$ cat src/id_macros.svh
// shared widths, control-bus bit positions, group codes and opcodes for the decode stage
`ifndef ID_MACROS_SVH
`define ID_MACROS_SVH

`define INST_ADDR_WIDTH 32           // pc width
`define INST_DATA_WIDTH 32           // instruction word
`define REG_ADDR_WIDTH  5            // x0..x31
`define BUS_ADDR_WIDTH  32           // csr number zero-extended to this
`define DECINFO_WIDTH   10
`define CU_BUS_WIDTH    2
`define CU_STALL        0            // hold the stage
`define CU_FLUSH        1            // load a bubble

`define DEC_GRP_ALU     3'd1
`define DEC_GRP_BJU     3'd2
`define DEC_GRP_LSU     3'd3
`define DEC_GRP_CSR     3'd4
`define DEC_GRP_SYS     3'd5         // ecall, ebreak, mret and friends

`define OPC_LUI         7'b0110111
`define OPC_AUIPC       7'b0010111
`define OPC_JAL         7'b1101111
`define OPC_JALR        7'b1100111
`define OPC_BRANCH      7'b1100011
`define OPC_LOAD        7'b0000011
`define OPC_STORE       7'b0100011
`define OPC_OPIMM       7'b0010011
`define OPC_OP          7'b0110011
`define OPC_SYSTEM      7'b1110011

`endif

$ cat src/id_pkg.sv
// instruction word type shared by the decoders and the testbench, import with id_pkg::*
`include "id_macros.svh"

package id_pkg;

    // standard rv32 field split
    typedef struct packed {
        logic [6:0]                 funct7;
        logic [`REG_ADDR_WIDTH-1:0] rs2;
        logic [`REG_ADDR_WIDTH-1:0] rs1;
        logic [2:0]                 funct3;
        logic [`REG_ADDR_WIDTH-1:0] rd;
        logic [6:0]                 opcode;
    } inst_fmt_t;

    // system opcode view, csr number in the top 12 bits
    typedef struct packed {
        logic [11:0]                csr;
        logic [`REG_ADDR_WIDTH-1:0] rs1;     // source reg or zimm
        logic [2:0]                 funct3;
        logic [`REG_ADDR_WIDTH-1:0] rd;
        logic [6:0]                 opcode;
    } inst_csr_t;

    typedef union packed {
        logic [`INST_DATA_WIDTH-1:0] raw;
        inst_fmt_t                   r;
        inst_csr_t                   c;
    } inst_word_u;

endpackage

$ cat src/dec_if.sv
// control decoder results travelling to the ID/EX register, src drives and snk reads
`timescale 1ns/1ps
`include "id_macros.svh"

interface dec_if;

    logic                        reg_we;
    logic [`REG_ADDR_WIDTH-1:0]  reg_waddr;
    logic [`REG_ADDR_WIDTH-1:0]  reg1_raddr;
    logic [`REG_ADDR_WIDTH-1:0]  reg2_raddr;
    logic                        csr_we;
    logic [`BUS_ADDR_WIDTH-1:0]  csr_waddr;
    logic [`BUS_ADDR_WIDTH-1:0]  csr_raddr;
    logic [`DECINFO_WIDTH-1:0]   dec_info;
    logic                        illegal;
    logic                        jump;      // jal, jalr
    logic                        branch;    // conditional branches

    modport src (output reg_we, reg_waddr, reg1_raddr, reg2_raddr, csr_we, csr_waddr,
                 csr_raddr, dec_info, illegal, jump, branch);
    modport snk (input reg_we, reg_waddr, reg1_raddr, reg2_raddr, csr_we, csr_waddr,
                 csr_raddr, dec_info, illegal, jump, branch);

endinterface

$ cat src/idu_ctrl_dec.sv
// combinational control decoder, turns opcode and funct fields into addresses and enables
`timescale 1ns/1ps
`include "id_macros.svh"

module idu_ctrl_dec import id_pkg::*; (
    input  inst_word_u inst_i,
    dec_if.src         dec_o
);

    logic       reg_we;
    logic       rs1_use;
    logic       rs2_use;
    logic       f3_use;          // funct3 is a real field for this format
    logic       csr_op;
    logic       illegal;
    logic       jump;
    logic       branch;
    logic [2:0] grp;
    logic       f7b5;
    logic       op2_imm;
    logic       op1_pc;
    logic       mem_we;

    always_comb begin
        reg_we  = 1'b0;
        rs1_use = 1'b0;
        rs2_use = 1'b0;
        f3_use  = 1'b0;
        csr_op  = 1'b0;
        illegal = 1'b0;
        jump    = 1'b0;
        branch  = 1'b0;
        grp     = 3'd0;
        f7b5    = 1'b0;
        op2_imm = 1'b0;
        op1_pc  = 1'b0;
        mem_we  = 1'b0;
        case (inst_i.r.opcode)
            `OPC_LUI: begin
                reg_we = 1'b1; grp = `DEC_GRP_ALU; op2_imm = 1'b1;
            end
            `OPC_AUIPC: begin
                reg_we = 1'b1; grp = `DEC_GRP_ALU; op2_imm = 1'b1; op1_pc = 1'b1;
            end
            `OPC_JAL: begin
                reg_we = 1'b1; jump = 1'b1; grp = `DEC_GRP_BJU;
                op2_imm = 1'b1; op1_pc = 1'b1;
            end
            `OPC_JALR: begin
                reg_we = 1'b1; rs1_use = 1'b1; f3_use = 1'b1; jump = 1'b1;
                grp = `DEC_GRP_BJU; op2_imm = 1'b1;
            end
            `OPC_BRANCH: begin
                rs1_use = 1'b1; rs2_use = 1'b1; f3_use = 1'b1; branch = 1'b1;
                grp = `DEC_GRP_BJU; op2_imm = 1'b1; op1_pc = 1'b1;   // target is pc + imm
            end
            `OPC_LOAD: begin
                reg_we = 1'b1; rs1_use = 1'b1; f3_use = 1'b1;
                grp = `DEC_GRP_LSU; op2_imm = 1'b1;
            end
            `OPC_STORE: begin
                rs1_use = 1'b1; rs2_use = 1'b1; f3_use = 1'b1;
                grp = `DEC_GRP_LSU; op2_imm = 1'b1; mem_we = 1'b1;
            end
            `OPC_OPIMM: begin
                reg_we = 1'b1; rs1_use = 1'b1; f3_use = 1'b1;
                grp = `DEC_GRP_ALU; op2_imm = 1'b1;
                f7b5 = (inst_i.r.funct3 == 3'b101) & inst_i.r.funct7[5];   // srai vs srli
            end
            `OPC_OP: begin
                reg_we = 1'b1; rs1_use = 1'b1; rs2_use = 1'b1; f3_use = 1'b1;
                grp = `DEC_GRP_ALU; f7b5 = inst_i.r.funct7[5];
            end
            `OPC_SYSTEM: begin
                f3_use = 1'b1;
                if (inst_i.c.funct3 != 3'b000) begin
                    reg_we  = 1'b1;
                    csr_op  = 1'b1;
                    rs1_use = ~inst_i.c.funct3[2];   // immediate forms carry zimm here
                    grp     = `DEC_GRP_CSR;
                end else begin
                    grp = `DEC_GRP_SYS;
                end
            end
            default: illegal = 1'b1;   // all enables stay low
        endcase
    end

    assign dec_o.reg_we     = reg_we;
    assign dec_o.reg_waddr  = reg_we  ? inst_i.r.rd  : '0;
    assign dec_o.reg1_raddr = rs1_use ? inst_i.r.rs1 : '0;
    assign dec_o.reg2_raddr = rs2_use ? inst_i.r.rs2 : '0;

    // csr number zero-extended onto the bus
    assign dec_o.csr_we    = csr_op;
    assign dec_o.csr_waddr = csr_op ? `BUS_ADDR_WIDTH'(inst_i.c.csr) : '0;
    assign dec_o.csr_raddr = csr_op ? `BUS_ADDR_WIDTH'(inst_i.c.csr) : '0;

    assign dec_o.dec_info = {mem_we, op1_pc, op2_imm, f7b5,
                             (f3_use ? inst_i.r.funct3 : 3'b000), grp};
    assign dec_o.illegal  = illegal;
    assign dec_o.jump     = jump;
    assign dec_o.branch   = branch;

endmodule

$ cat src/idu_imm_gen.sv
// combinational immediate generator, picks the format layout and sign-extends it
`timescale 1ns/1ps
`include "id_macros.svh"

module idu_imm_gen import id_pkg::*; (
    input  inst_word_u  inst_i,
    output logic [31:0] imm_o
);

    logic [`INST_DATA_WIDTH-1:0] w;

    assign w = inst_i.raw;   // bit scatter crosses field borders

    always_comb begin
        case (w[6:0])
            `OPC_LOAD, `OPC_OPIMM, `OPC_JALR: begin
                imm_o = {{20{w[31]}}, w[31:20]};                              // i-type
            end
            `OPC_STORE: begin
                imm_o = {{20{w[31]}}, w[31:25], w[11:7]};                     // s-type
            end
            `OPC_BRANCH: begin
                imm_o = {{19{w[31]}}, w[31], w[7], w[30:25], w[11:8], 1'b0};  // b-type
            end
            `OPC_LUI, `OPC_AUIPC: begin
                imm_o = {w[31:12], 12'b0};                                    // u-type
            end
            `OPC_JAL: begin
                imm_o = {{11{w[31]}}, w[31], w[19:12], w[20], w[30:21], 1'b0};
            end
            `OPC_SYSTEM: begin
                // csr forms carry zimm in rs1, ecall and ebreak get nothing
                if (w[14:12] != 3'b000) begin
                    imm_o = {27'b0, w[19:15]};
                end else begin
                    imm_o = '0;
                end
            end
            default: imm_o = '0;
        endcase
    end

endmodule

$ cat src/idu_id_pipe.sv
// ID/EX pipeline register, held by stall, loaded with a bubble by flush
`timescale 1ns/1ps
`include "id_macros.svh"

module idu_id_pipe (
    input  logic                        clk,
    input  logic                        rst_n_i,
    input  logic [`CU_BUS_WIDTH-1:0]    stall_flag_i,      // from pipeline controller
    dec_if.snk                          dec_i,
    input  logic [31:0]                 dec_imm_i,
    input  logic [`INST_DATA_WIDTH-1:0] inst_i,
    input  logic [`INST_ADDR_WIDTH-1:0] inst_addr_i,
    input  logic                        inst_valid_i,
    input  logic                        is_pred_branch_i,
    output logic [`INST_ADDR_WIDTH-1:0] inst_addr_o,
    output logic                        reg_we_o,
    output logic [`REG_ADDR_WIDTH-1:0]  reg_waddr_o,
    output logic [`REG_ADDR_WIDTH-1:0]  reg1_raddr_o,
    output logic [`REG_ADDR_WIDTH-1:0]  reg2_raddr_o,
    output logic                        csr_we_o,
    output logic [`BUS_ADDR_WIDTH-1:0]  csr_waddr_o,
    output logic [`BUS_ADDR_WIDTH-1:0]  csr_raddr_o,
    output logic [31:0]                 dec_imm_o,
    output logic [`DECINFO_WIDTH-1:0]   dec_info_bus_o,
    output logic                        is_pred_branch_o,
    output logic                        inst_valid_o,
    output logic                        illegal_inst_o,
    output logic [`INST_DATA_WIDTH-1:0] inst_o,
    output logic                        inst_jump_o,
    output logic                        inst_branch_o
);

    logic stall_en;
    logic flush_en;
    logic [$bits(inst_addr_o)+$bits(dec_imm_o)+$bits(inst_o)+96-1:0] stage_q;
    logic [$bits(stage_q)-1:0] stage_d;

    assign stall_en = stall_flag_i[`CU_STALL];
    assign flush_en = stall_flag_i[`CU_FLUSH];   // only acts when not stalled

    // one flat word keeps the whole stage in a single enabled register bank
    assign stage_d = {inst_addr_i, dec_i.reg_we, dec_i.reg_waddr, dec_i.reg1_raddr,
                      dec_i.reg2_raddr, dec_i.csr_we, dec_i.csr_waddr, dec_i.csr_raddr,
                      dec_imm_i, dec_i.dec_info, is_pred_branch_i, inst_valid_i,
                      dec_i.illegal, inst_i, dec_i.jump, dec_i.branch};

    always_ff @(posedge clk or negedge rst_n_i) begin
        if (!rst_n_i) begin
            stage_q <= '0;
        end else if (!stall_en) begin
            stage_q <= flush_en ? '0 : stage_d;   // flush inserts a bubble
        end
    end

    assign {inst_addr_o, reg_we_o, reg_waddr_o, reg1_raddr_o, reg2_raddr_o, csr_we_o,
            csr_waddr_o, csr_raddr_o, dec_imm_o, dec_info_bus_o, is_pred_branch_o,
            inst_valid_o, illegal_inst_o, inst_o, inst_jump_o, inst_branch_o} = stage_q;

endmodule

$ cat src/idu_top.sv
// decode stage top, both decoders feed the ID/EX register, plain ports for the core
`timescale 1ns/1ps
`include "id_macros.svh"

module idu_top (
    input  logic                        clk,
    input  logic                        rst_n_i,
    input  logic [`INST_DATA_WIDTH-1:0] inst_i,            // fetched word
    input  logic [`INST_ADDR_WIDTH-1:0] inst_addr_i,
    input  logic                        inst_valid_i,
    input  logic                        is_pred_branch_i,  // from branch predictor
    input  logic [`CU_BUS_WIDTH-1:0]    stall_flag_i,
    output logic [`INST_ADDR_WIDTH-1:0] inst_addr_o,
    output logic                        reg_we_o,
    output logic [`REG_ADDR_WIDTH-1:0]  reg_waddr_o,
    output logic [`REG_ADDR_WIDTH-1:0]  reg1_raddr_o,
    output logic [`REG_ADDR_WIDTH-1:0]  reg2_raddr_o,
    output logic                        csr_we_o,
    output logic [`BUS_ADDR_WIDTH-1:0]  csr_waddr_o,
    output logic [`BUS_ADDR_WIDTH-1:0]  csr_raddr_o,
    output logic [31:0]                 dec_imm_o,
    output logic [`DECINFO_WIDTH-1:0]   dec_info_bus_o,
    output logic                        is_pred_branch_o,
    output logic                        inst_valid_o,
    output logic                        illegal_inst_o,
    output logic [`INST_DATA_WIDTH-1:0] inst_o,
    output logic                        inst_jump_o,
    output logic                        inst_branch_o
);

    dec_if       dec_bus ();
    logic [31:0] imm;

    idu_ctrl_dec u_ctrl_dec (.inst_i(inst_i), .dec_o(dec_bus.src));
    idu_imm_gen  u_imm_gen  (.inst_i(inst_i), .imm_o(imm));

    idu_id_pipe u_id_pipe (
        .clk(clk), .rst_n_i(rst_n_i), .stall_flag_i(stall_flag_i),
        .dec_i(dec_bus.snk), .dec_imm_i(imm), .inst_i(inst_i),
        .inst_addr_i(inst_addr_i), .inst_valid_i(inst_valid_i),
        .is_pred_branch_i(is_pred_branch_i),
        .inst_addr_o(inst_addr_o), .reg_we_o(reg_we_o), .reg_waddr_o(reg_waddr_o),
        .reg1_raddr_o(reg1_raddr_o), .reg2_raddr_o(reg2_raddr_o), .csr_we_o(csr_we_o),
        .csr_waddr_o(csr_waddr_o), .csr_raddr_o(csr_raddr_o), .dec_imm_o(dec_imm_o),
        .dec_info_bus_o(dec_info_bus_o), .is_pred_branch_o(is_pred_branch_o),
        .inst_valid_o(inst_valid_o), .illegal_inst_o(illegal_inst_o), .inst_o(inst_o),
        .inst_jump_o(inst_jump_o), .inst_branch_o(inst_branch_o)
    );

endmodule

$ cat config.mk
export PLATFORM = sky130hd
export DESIGN_NAME = idu_top
export DESIGN_NICKNAME = d
export VERILOG_FILES = /design/src/id_pkg.sv /design/src/dec_if.sv /design/src/idu_ctrl_dec.sv /design/src/idu_imm_gen.sv /design/src/idu_id_pipe.sv /design/src/idu_top.sv
export VERILOG_INCLUDE_DIRS = /design/src
export SDC_FILE = /design/constraint.sdc
export NUM_CORES = 1
export LEC_CHECK = 0
export BUFFER_PORTS_ARGS = -buffer_cell sky130_fd_sc_hd__buf_2
export CORE_ASPECT_RATIO = 0.6
export CORE_MARGIN = 3
export CORE_UTILIZATION = 25
export DETAILED_ROUTE_END_ITERATION = 10
export GPL_TIMING_DRIVEN = 0
export HOLD_SLACK_MARGIN = 0.06
export PLACE_DENSITY = 0.48
export SYNTH_ARGS = -nofsm -noshare
export SYNTH_HDL_FRONTEND = slang
export SYNTH_HIERARCHICAL = 1
export SYNTH_SLANG_ARGS = --single-unit
$ cat constraint.sdc
create_clock -name clk -period 0.8 [get_ports clk]
set_input_delay 0 -clock clk [delete_from_list [all_inputs] [get_ports clk]]
set_output_delay 0 -clock clk [all_outputs]
set_load 0.005 [all_outputs]
==> metrics.txt, run 1 <==
biggest area consumer among synthesized cells=dfrtp_1; Post-Place Setup Slack=-0.890 ns; setup violators final=roughly 230; 1st-iter DRT viols=559; remaining antenna violation count=0; P per Cell Area=between 1500 and 2000 nW/um2; Seq/Total Area, Yosys=0.489; HPWL after detailed placement=26.1 mm; Die Wd=around 260 um; met1 global-route usage=0.265; RSZ-0062 raised after global routing=yes; Largest register FFs=192; sw power=~6.5 mW; WP buf/inv=1; Leak=approximately 7.7 nW; critical path arrival=between 1 and 1.5 ns; largest net degree at the start of global routing=~110; row count=55; failing checks=hold timing, setup timing; vias=9251; global-route wire length before repair=about 56 mm; Flop pwr share=0.420; Int Pwr=between 15 and 20 mW; met2 Use GR=0.263; final hold slack=-0.467 ns; peak supply drop=~1.1 mV; DRC=0; critical path capture point type=output pin; Post-Synthesis Cells=approximately 1100; area share of the largest cell type after synthesis=0.489; Max transition margin=0.514; total grt overflow=0; layout cells sized above 1=0.409; Worst Skew=0 ns; Tot GR Track Use=0.177; Final Critical Period=approximately 1 ns; Clock Tree Buf Depth=2; nets=between 1500 and 2000; Clock power frac=0.405; Critical Path, Cell by Cell=buf_2; fillers=3905; clock sink total=192; vias per cell=roughly 4.4; critical path class=reg2out; Core Util, Final=0.401; combinational fraction of design power=0.175; PnR Total Power=roughly 25 mW; Synth Warn #=6; final setup slack of the worst path=-0.209 ns; EDFF count, synth=0; Crit path max-delay family=flip-flops; Synth Flop Type=dfrtp_1; register-to-register setup slack=-0.05 ns; Max Clock Freq=991 MHz; status=finished with violations; cell count of the worst reg-to-reg path=4; largest cells by area after synthesis=dfrtp_1 (49%), nand2b_1 (12%), o21ai_1 (8.2%); final hold vios=85; CTS clk-pin slew, worst paths=about 0.070 ns; Startpoint Class=flop; PortBufs=259; layer carrying the most global-route usage=met1; GPL Wtd Cong=between 0.7 and 0.8; sw frac=0.263; TritonCTS clock tree=built; part of the cycle the worst path needs=1.26; Root Buffer=clkbuf_16; Largest stage delay, worst path=0.42 ns; H-tree Lvls=4; vias in the first global route=around 9000; Routed WL=38.2 mm; worst-skew pair later-pin latency=around 0.44 ns; Async SR Flop Fraction=1.00; # IOs=between 200 and 300; initial antenna violation count=1; Starting Density=0.257; CP max-delay cell=dfrtp_1; n_diodes=0; Critical R2R Launch=u_id_pipe/stage_q[123]$_DFFE_PN0N_; Reg-to-Reg End=u_id_pipe/stage_q[123]$_DFFE_PN0N_; M3 GR Usage=0.0365; Final TNS setup=-32.53 ns; Required @ worst endpoint=around 0.80 ns; Synth-to-Final Area Change=55.9%; placed cell areas=12100 um2; Slew Viols, Final=0; worst min-delay path class=in2async; Core Box Area=~38000 um2; number of synthesized register bits=192; CTS buffer count=17; worst-margin pin slew=0.729 ns; mapped cell area=roughly 9800 um2; Mapped Avg Cell Area=approximately 9.1 um2; Yosys cell types=between 50 and 60; Die Ht=approximately 160 um; Final Instance Area=~15000 um2; First-pass DRT Iterations=5; Die ar.=between 40000 and 50000 um2; # Max-Cap Violations=0; registers with the most flip-flops=u_id_pipe/stage_q x192; crit-path max FO=2; Largest Register=u_id_pipe/stage_q; routed length per instance=approximately 18 um
[how the worst max path moves through the flow]
stage	start	cells after the start	slack, ns	to
final	u_id_pipe/stage_q[17]$_DFFE_PN0N_	1	-0.21	inst_o[15]
after global routing	u_id_pipe/stage_q[120]$_DFFE_PN0N_	1	-0.25	csr_waddr_o[9]
after CTS	u_id_pipe/stage_q[17]$_DFFE_PN0N_	1	-0.24	inst_o[15]
after detailed placement	inst_i[4]	8	-0.89	u_id_pipe/stage_q[118]$_DFFE_PN0N_
after global placement	rst_n_i	1	-3.81	u_id_pipe/stage_q[69]$_DFFE_PN0N_
after floorplan	inst_i[3]	5	-0.30	u_id_pipe/stage_q[60]$_DFFE_PN0N_
[cell usage after synthesis (12+ instances only)]
library cell	count
dfrtp_1	192
nand2b_1	194
o21ai_2	18
a21o_1	12
nor2_1	21
and2_1	12
nor3_1	14
buf_4	72
nand2_1	204
inv_1	25
buf_6	19
buf_2	24
o21ai_1	162
[stage by stage]
step                hold slack [ns]  cells
floorplan                    -0.296   1115
global placement              0.216   1887
detailed placement           0.0500   1888
CTS                          -0.451   2072
global route                 -0.442   2125
finish                       -0.467   2125
[power by group through the flow]
stage	Clock (mW)	Combinational [mW]	Sequential (mW)
2_1_floorplan	0	1.62	10.6
3_3_place_gp	0	3.20	10.6
3_5_place_dp	0	3.25	10.6
4_1_cts	10.4	3.98	10.4
5_1_grt	10.7	4.73	10.5
6_report	10.0	4.34	10.4
[per-layer routing]
| metal | vias to the layer above | share of wire | wire length (um) |
|---|---|---|---|
| li1 | 4489 | - | - |
| met1 | 4490 | 0.49 | 18900 |
| met2 | 245 | 0.44 | 16700 |
| met3 | 25 | 0.058 | 2200 |
| met4 | 2 | 0.0099 | 379 |
| met5 | - | 0.00034 | 13 |
[layout make-up]
cell class | instances | area, um2 | share of cell area
plain buffers | 129 | 1030 | 0.0674
clock buffers | 18 | 439 | 0.0286
clock inverters | 13 | 233 | 0.0152
inverters | 25 | 93.8 | 0.00612
multi-input cells | 767 | 4570 | 0.298
flip-flops and latches | 192 | 4800 | 0.313
well taps | 513 | 642 | 0.0419
repair buffers | 468 | 3520 | 0.230
[what timing repair did]
| action | in CTS | in global routing |
|---|---|---|
| endpoints found under the setup margin | 262 | 314 |
| pin swaps | 22 | 33 |
| gates cloned | 1 | 5 |
| hold endpoints to repair | 211 | 105 |
| hold buffers | 76 | 9 |
| buffers inserted | 77 | 58 |
| resized for setup | 102 | 95 |
[logic make-up (layout without fill, tap and decap cells)]
| group | count (synthesis) | after routing | synth area share |
|---|---|---|---|
| and+or+nand+nor | 481 | 481 | 0.256 |
| buffers and inverters | 156 | 653 | 0.106 |
| other | 1 | 40 | 0.000381 |
| AOI/OAI and AO/OA | 246 | 246 | 0.149 |
| DFF | 192 | 192 | 0.489 |
[placed cells by master (no fill, tap or decap), types with 5 or more instances in the layout]
cell / count
buf_2: 248
dfrtp_1: 192
nand2b_1: 190
nand2_1: 184
buf_4: 183
o21ai_1: 156
dlygate4sd3_1: 60
buf_6: 60
conb_1: 40
o21ai_2: 25
inv_1: 24
clkbuf_16: 21
dlymetal6s4s_1: 15
nor2_1: 14
nand2_2: 14
buf_12: 11
o21ai_0: 10
a21o_1: 10
nor3_1: 8
and2_1: 8
clkbuf_2: 8
bufinv_16: 6
a211oi_2: 6
nor2_4: 6
nand2_4: 6
o22ai_1: 6
buf_8: 5
nand2b_4: 5
nor3_2: 5
No activity file was read; power rests on OpenSTA's default activity.
==> run 2, diff against run 1 <==
--- a/config.mk
+++ b/config.mk
@@ -10,9 +10,11 @@
 export CORE_ASPECT_RATIO = 0.6
 export CORE_MARGIN = 3
 export CORE_UTILIZATION = 25
+export CTS_BUF_LIST = sky130_fd_sc_hd__clkbuf_4
 export DETAILED_ROUTE_END_ITERATION = 10
 export GPL_TIMING_DRIVEN = 0
 export HOLD_SLACK_MARGIN = 0.06
+export MAX_ROUTING_LAYER = met4
 export PLACE_DENSITY = 0.48
 export SYNTH_ARGS = -nofsm -noshare
 export SYNTH_HDL_FRONTEND = slang
==> run 2 against run 1 <==
  * The run still ends with hold timing, setup timing left
  * Core utilization decreased by 0.53 points
  * Register-to-register slack about the same
  * Critical path depth unchanged
  * Maximum frequency decreased by 17%
  * Power decreased by 13%
  * Clock skew unchanged
  * Global-route usage increased by 0.74 points
  * Clock-buffer cell count decreased by 1
  * Design area decreased by 1.3%
  * Largest cell class is now non-clock buffers
==> metrics.txt, run 2 (synthesis results as in run 1) <==
CTS clk-pin slew, worst paths=0.17 ns; registers with the most flip-flops=u_id_pipe/stage_q x192; # Max-Cap Violations=0; critical path arrival=1.22 ns; setup violators final=approximately 250; Worst Skew=0 ns; TritonCTS clock tree=built; status=finished with violations; cell count of the worst reg-to-reg path=4; routed length per instance=17.5 um; nets=1715; global-route wire length before repair=between 50 and 60 mm; placed cell areas=12100 um2; Critical Path, Cell by Cell=buf_2; Die Wd=about 260 um; Max transition margin=0.508; critical path class=reg2out; Leak=approximately 7.5 nW; CP startpoint=u_id_pipe/stage_q[21]$_DFFE_PN0N_; Startpoint Class=flop; Starting Density=0.257; Largest register FFs=192; First-pass DRT Iterations=5; layout cells sized above 1=0.368; Critical R2R Launch=u_id_pipe/stage_q[179]$_DFFE_PN0N_; initial antenna violation count=3; Largest stage delay, worst path=about 0.45 ns; register-to-register setup slack=-0.06 ns; DRC=0; Tot GR Track Use=0.185; H-tree Lvls=4; Synth-to-Final Area Change=53.9%; critical path capture point type=output pin; CTS buffer count=17; vias=between 9000 and 10000; GPL Wtd Cong=approximately 0.80; Required @ worst endpoint=0.80 ns; vias in the first global route=just over 9000; Slew Viols, Final=0; part of the cycle the worst path needs=1.52; worst min-delay path class=in2async; total grt overflow=0; worst-skew pair later-pin latency=just over 0.6 ns; Clock Tree Buf Depth=2; multi-input logic area=4380 um2; WP buf/inv=1; fillers=3928; 1st-iter DRT viols=around 540; clock sink total=192; P per Cell Area=approximately 1400 nW/um2; row count=55; Routed WL=about 38 mm; Largest Register=u_id_pipe/stage_q; HPWL after detailed placement=26.1 mm; largest net degree at the start of global routing=about 110; PortBufs=about 260; worst-margin pin slew=approximately 0.74 ns; Max Clock Freq=approximately 820 MHz; commonest non-fill, non-tap cell in the layout=buf_2; Core Box Area=approximately 38000 um2; Root Buffer=clkbuf_4; crit-path max FO=2; Reg-to-Reg End=u_id_pipe/stage_q[179]$_DFFE_PN0N_; final hold slack=-0.677 ns; Post-Place Setup Slack=-0.890 ns; # IOs=about 260; final setup slack of the worst path=-0.418 ns; Die Ht=160 um; Final Critical Period=1.22 ns; Die ar.=between 40000 and 50000 um2; failing checks=hold timing, setup timing; most frequent cells in the layout=buf_2 (238), nand2b_1 (192), dfrtp_1 (192); RSZ-0062 raised after global routing=yes; Final Instance Area=15100 um2; remaining antenna violation count=0; register area=around 4800 um2; Crit path max-delay family=flip-flops; PnR Total Power=21.5 mW; peak supply drop=roughly 0.84 mV; CP max-delay cell=dfrtp_1; final hold vios=roughly 200; vias per cell=around 4.3; Final TNS setup=-72.33 ns
[run 2: cell count changes in the layout (fill, tap and decap cells not counted), sizes merged]
cell,previous run,this run
diode,0,1
dlygate4sd3,60,130
dlymetal6s4s,15,5
clkinv,4,5
buf,508,482
dlymetal6s2s,0,2
clkbuf,32,40
[run 2: area by class of cell]
class	instances	share of cell area
Sequential cell	192	0.317
Multi-Input combinational cell	767	0.290
Timing Repair Buffer	512	0.254
Buffer	130	0.0665
Tap cell	513	0.0424
Clock inverter	14	0.0156
Clock buffer	17	0.00843
Inverter	25	0.00620
Antenna cell	1	0.000165
[run 2: worst max path at each step]
| stage | end | slack [ns] | cells past startpoint |
|---|---|---|---|
| finish | inst_o[19] | -0.42 | 1 |
| global route | dec_imm_o[13] | -0.52 | 1 |
| CTS | inst_o[15] | -0.50 | 1 |
| detailed placement | u_id_pipe/stage_q[118]$_DFFE_PN0N_ | -0.89 | 8 |
| global placement | u_id_pipe/stage_q[69]$_DFFE_PN0N_ | -3.81 | 1 |
| floorplan | u_id_pipe/stage_q[60]$_DFFE_PN0N_ | -0.30 | 5 |
[run 2: through the flow]
| stage | util | cells |
|---|---|---|
| finish | 0.396 | 2171 |
| global route | 0.396 | 2171 |
| CTS | 0.376 | 2108 |
| detailed placement | 0.317 | 1888 |
| global placement | 0.316 | 1887 |
| floorplan | - | 1115 |
[run 2: repair_timing]
item / 4_1_cts / 5_1_grt
hold endpoints to repair: 384 / 227
buffers inserted: 56 / 63
resized for setup: 31 / 105
endpoints found under the setup margin: 226 / 294
pin swaps: 2 / 2
hold buffers: 133 / 8
[run 2: report_power, final]
group	switching, mW	total (mW)	internal, mW
clock	3.69	6.79	3.10
combinational	2.14	4.34	2.20
sequential	0.249	10.4	10.2
[run 2: layer usage]
metal  track usage  part of all wire
met2         0.272              0.44
met3        0.0334             0.048
met5             -                 0
met1         0.264              0.50
met4        0.0383            0.0094
==> run 3, diff against run 2 <==
--- a/config.mk
+++ b/config.mk
@@ -16,6 +16,7 @@
 export HOLD_SLACK_MARGIN = 0.06
 export MAX_ROUTING_LAYER = met4
 export PLACE_DENSITY = 0.48
+export SKIP_LAST_GASP = 1
 export SYNTH_ARGS = -nofsm -noshare
 export SYNTH_HDL_FRONTEND = slang
 export SYNTH_HIERARCHICAL = 1
==> run 3 against run 2 <==
  * The run still ends with hold timing, setup timing left
  * Die area unchanged
  * Final cell count stayed put
  * Sequential power hardly changed
  * Setup slack worse by 0.0028 ns
  * Sequential share of layout area rose by 0.079 points
  * Global-route usage unchanged
  * Worst hold slack worse by 0.0065 ns
  * Register-to-register slack got worse by 0.02 ns
  * First-iteration DRC count rose by 1.7%
  * Combinational power hardly changed
  * Sequential cell count unchanged
  * Highest routed layer unchanged
==> metrics.txt, run 3 (synthesis results as in run 1) <==
P per Cell Area=1430 nW/um2; row count=between 50 and 60; critical path arrival=around 1.2 ns; vias per cell=about 4.3; critical path capture point type=output pin; CP startpoint=u_id_pipe/stage_q[21]$_DFFE_PN0N_; cell count of the worst reg-to-reg path=4; GPL Wtd Cong=roughly 0.80; Synth-to-Final Area Change=53.5%; Final Critical Period=~1.2 ns; Critical Path, Cell by Cell=buf_2; CP max-delay cell=dfrtp_1; final setup slack of the worst path=-0.421 ns; total grt overflow=0; DRC=0; Die ar.=roughly 42000 um2; Worst Skew=0 ns; final hold vios=about 200; clock sink total=approximately 190; sw frac=0.283; Startpoint Class=flop; Leak=7.45 nW; registers with the most flip-flops=u_id_pipe/stage_q x192; critical path class=reg2out; TritonCTS clock tree=built; First-pass DRT Iterations=5; Max transition margin=0.512; worst-skew pair later-pin latency=between 0.6 and 0.7 ns; final hold slack=-0.684 ns; Int Pwr=around 15 mW; Flop pwr share=0.483; vias=between 9000 and 10000; Critical R2R Launch=u_id_pipe/stage_q[179]$_DFFE_PN0N_; vias in the first global route=9289; PortBufs=about 260; nets=1715; worst-margin pin slew=roughly 0.73 ns; CTS clk-pin slew, worst paths=between 0.15 and 0.2 ns; instance count on the critical path=1; WP buf/inv=1; Clock power frac=0.316; most frequent cells in the layout=buf_2 (239), nand2_1 (195), nand2b_1 (192), dfrtp_1 (192), buf_4 (186); remaining antenna violation count=0; part of the cycle the worst path needs=1.53; Max Clock Freq=between 800 and 900 MHz; peak supply drop=0.836 mV; 1st-iter DRT viols=roughly 550; commonest non-fill, non-tap cell in the layout=buf_2; Largest register FFs=approximately 190; Die Wd=262 um; Largest Register=u_id_pipe/stage_q; failing checks=hold timing, setup timing; Reg-to-Reg End=u_id_pipe/stage_q[179]$_DFFE_PN0N_; # IOs=between 200 and 300; Crit path max-delay family=flip-flops; worst min-delay path class=in2async; CTS buffer count=17; Routed WL=38.0 mm; Required @ worst endpoint=about 0.8 ns; Largest stage delay, worst path=approximately 0.45 ns; critical path endpoint=inst_o[19]; RSZ-0062 raised after global routing=yes; status=finished with violations; HPWL after detailed placement=between 20 and 30 mm; combinational fraction of design power=0.201; crit-path max FO=2; Core Box Area=~38000 um2; H-tree Lvls=4; routed length per instance=about 17 um; layout cells sized above 1=0.363; largest net degree at the start of global routing=around 110; setup violators final=around 250; global-route wire length before repair=between 50 and 60 mm; Root Buffer=clkbuf_4; # Max-Cap Violations=0; Clock Tree Buf Depth=2; Tot GR Track Use=0.185; Starting Density=0.257; Post-Place Setup Slack=-0.890 ns; sw power=slightly above 6 mW; Slew Viols, Final=0; initial antenna violation count=3; Die Ht=roughly 160 um; register-to-register setup slack=-0.08 ns
-- run 3: cell types whose count changed in the layout (fill, tap and decap cells not counted), moves of 2 or more --
| cell | delta |
|---|---|
| nand2_2 | -5 |
| o21ai_2 | -2 |
| buf_6 | -4 |
| nand2_1 | +5 |
| buf_4 | +4 |
-- run 3: power groups by stage --
stage	sequential (mW)	combinational [mW]	clock (mW)
floorplan	10.6	1.62	0
global placement	10.6	3.20	0
detailed placement	10.6	3.25	0
CTS	10.4	3.99	7.13
global route	10.5	4.73	7.50
finish	10.4	4.33	6.82
-- run 3: how the worst min path moves through the flow --
stage,start,endpoint,slack [ns],depth (start not counted)
final,rst_n_i,u_id_pipe/stage_q[170]$_DFFE_PN0N_,-0.68,1
after global routing,rst_n_i,u_id_pipe/stage_q[176]$_DFFE_PN0N_,-0.71,1
after CTS,rst_n_i,u_id_pipe/stage_q[176]$_DFFE_PN0N_,-0.70,1
after detailed placement,rst_n_i,u_id_pipe/stage_q[170]$_DFFE_PN0N_,0.05,1
after global placement,inst_addr_i[29],u_id_pipe/stage_q[189]$_DFFE_PN0N_,0.22,2
after floorplan,rst_n_i,u_id_pipe/stage_q[0]$_DFFE_PN0N_,-0.30,0
-- run 3: layout make-up --
type | instances | area [um2]
Timing Repair Buffer | 512 | 3820
Antenna cell | 1 | 2.50
Clock buffer | 17 | 128
Sequential cell | 192 | 4800
Clock inverter | 14 | 236
Multi-Input combinational cell | 767 | 4360
Buffer | 130 | 1000
Inverter | 25 | 93.8
Tap cell | 513 | 642
Fill cell | 3934 | 23200
-- run 3: per-layer routing --
metal	GRT usage	share of wire
met1	0.264	0.50
met2	0.272	0.44
met5	-	0
met4	0.0383	0.0092
met3	0.0334	0.049
-- run 3: what timing repair did --
| item | in CTS | in global routing |
|---|---|---|
| endpoints found under the hold margin | 384 | 227 |
| resized for setup | 31 | 92 |
| gates cloned | 0 | 0 |
| setup endpoints to repair | 226 | 294 |
| hold buffers | 133 | 8 |
| buffers inserted | 56 | 63 |
| pin swaps | 2 | 2 |
-- run 3: metrics by stage --
stage / cells / instance area [um2] / total power [mW] / setup TNS [ns] / utilization
final: 2171 / 15100 / 21.6 / -73.06 / 0.395
after floorplan: 1115 / 10200 / 12.2 / -10.66 / -
after detailed placement: 1888 / 12100 / 13.8 / -91.08 / 0.317
after CTS: 2108 / 14400 / 21.5 / -105.95 / 0.376
after global routing: 2171 / 15100 / 22.7 / -93.84 / 0.395
after global placement: 1887 / 12100 / 13.8 / -784.29 / 0.316
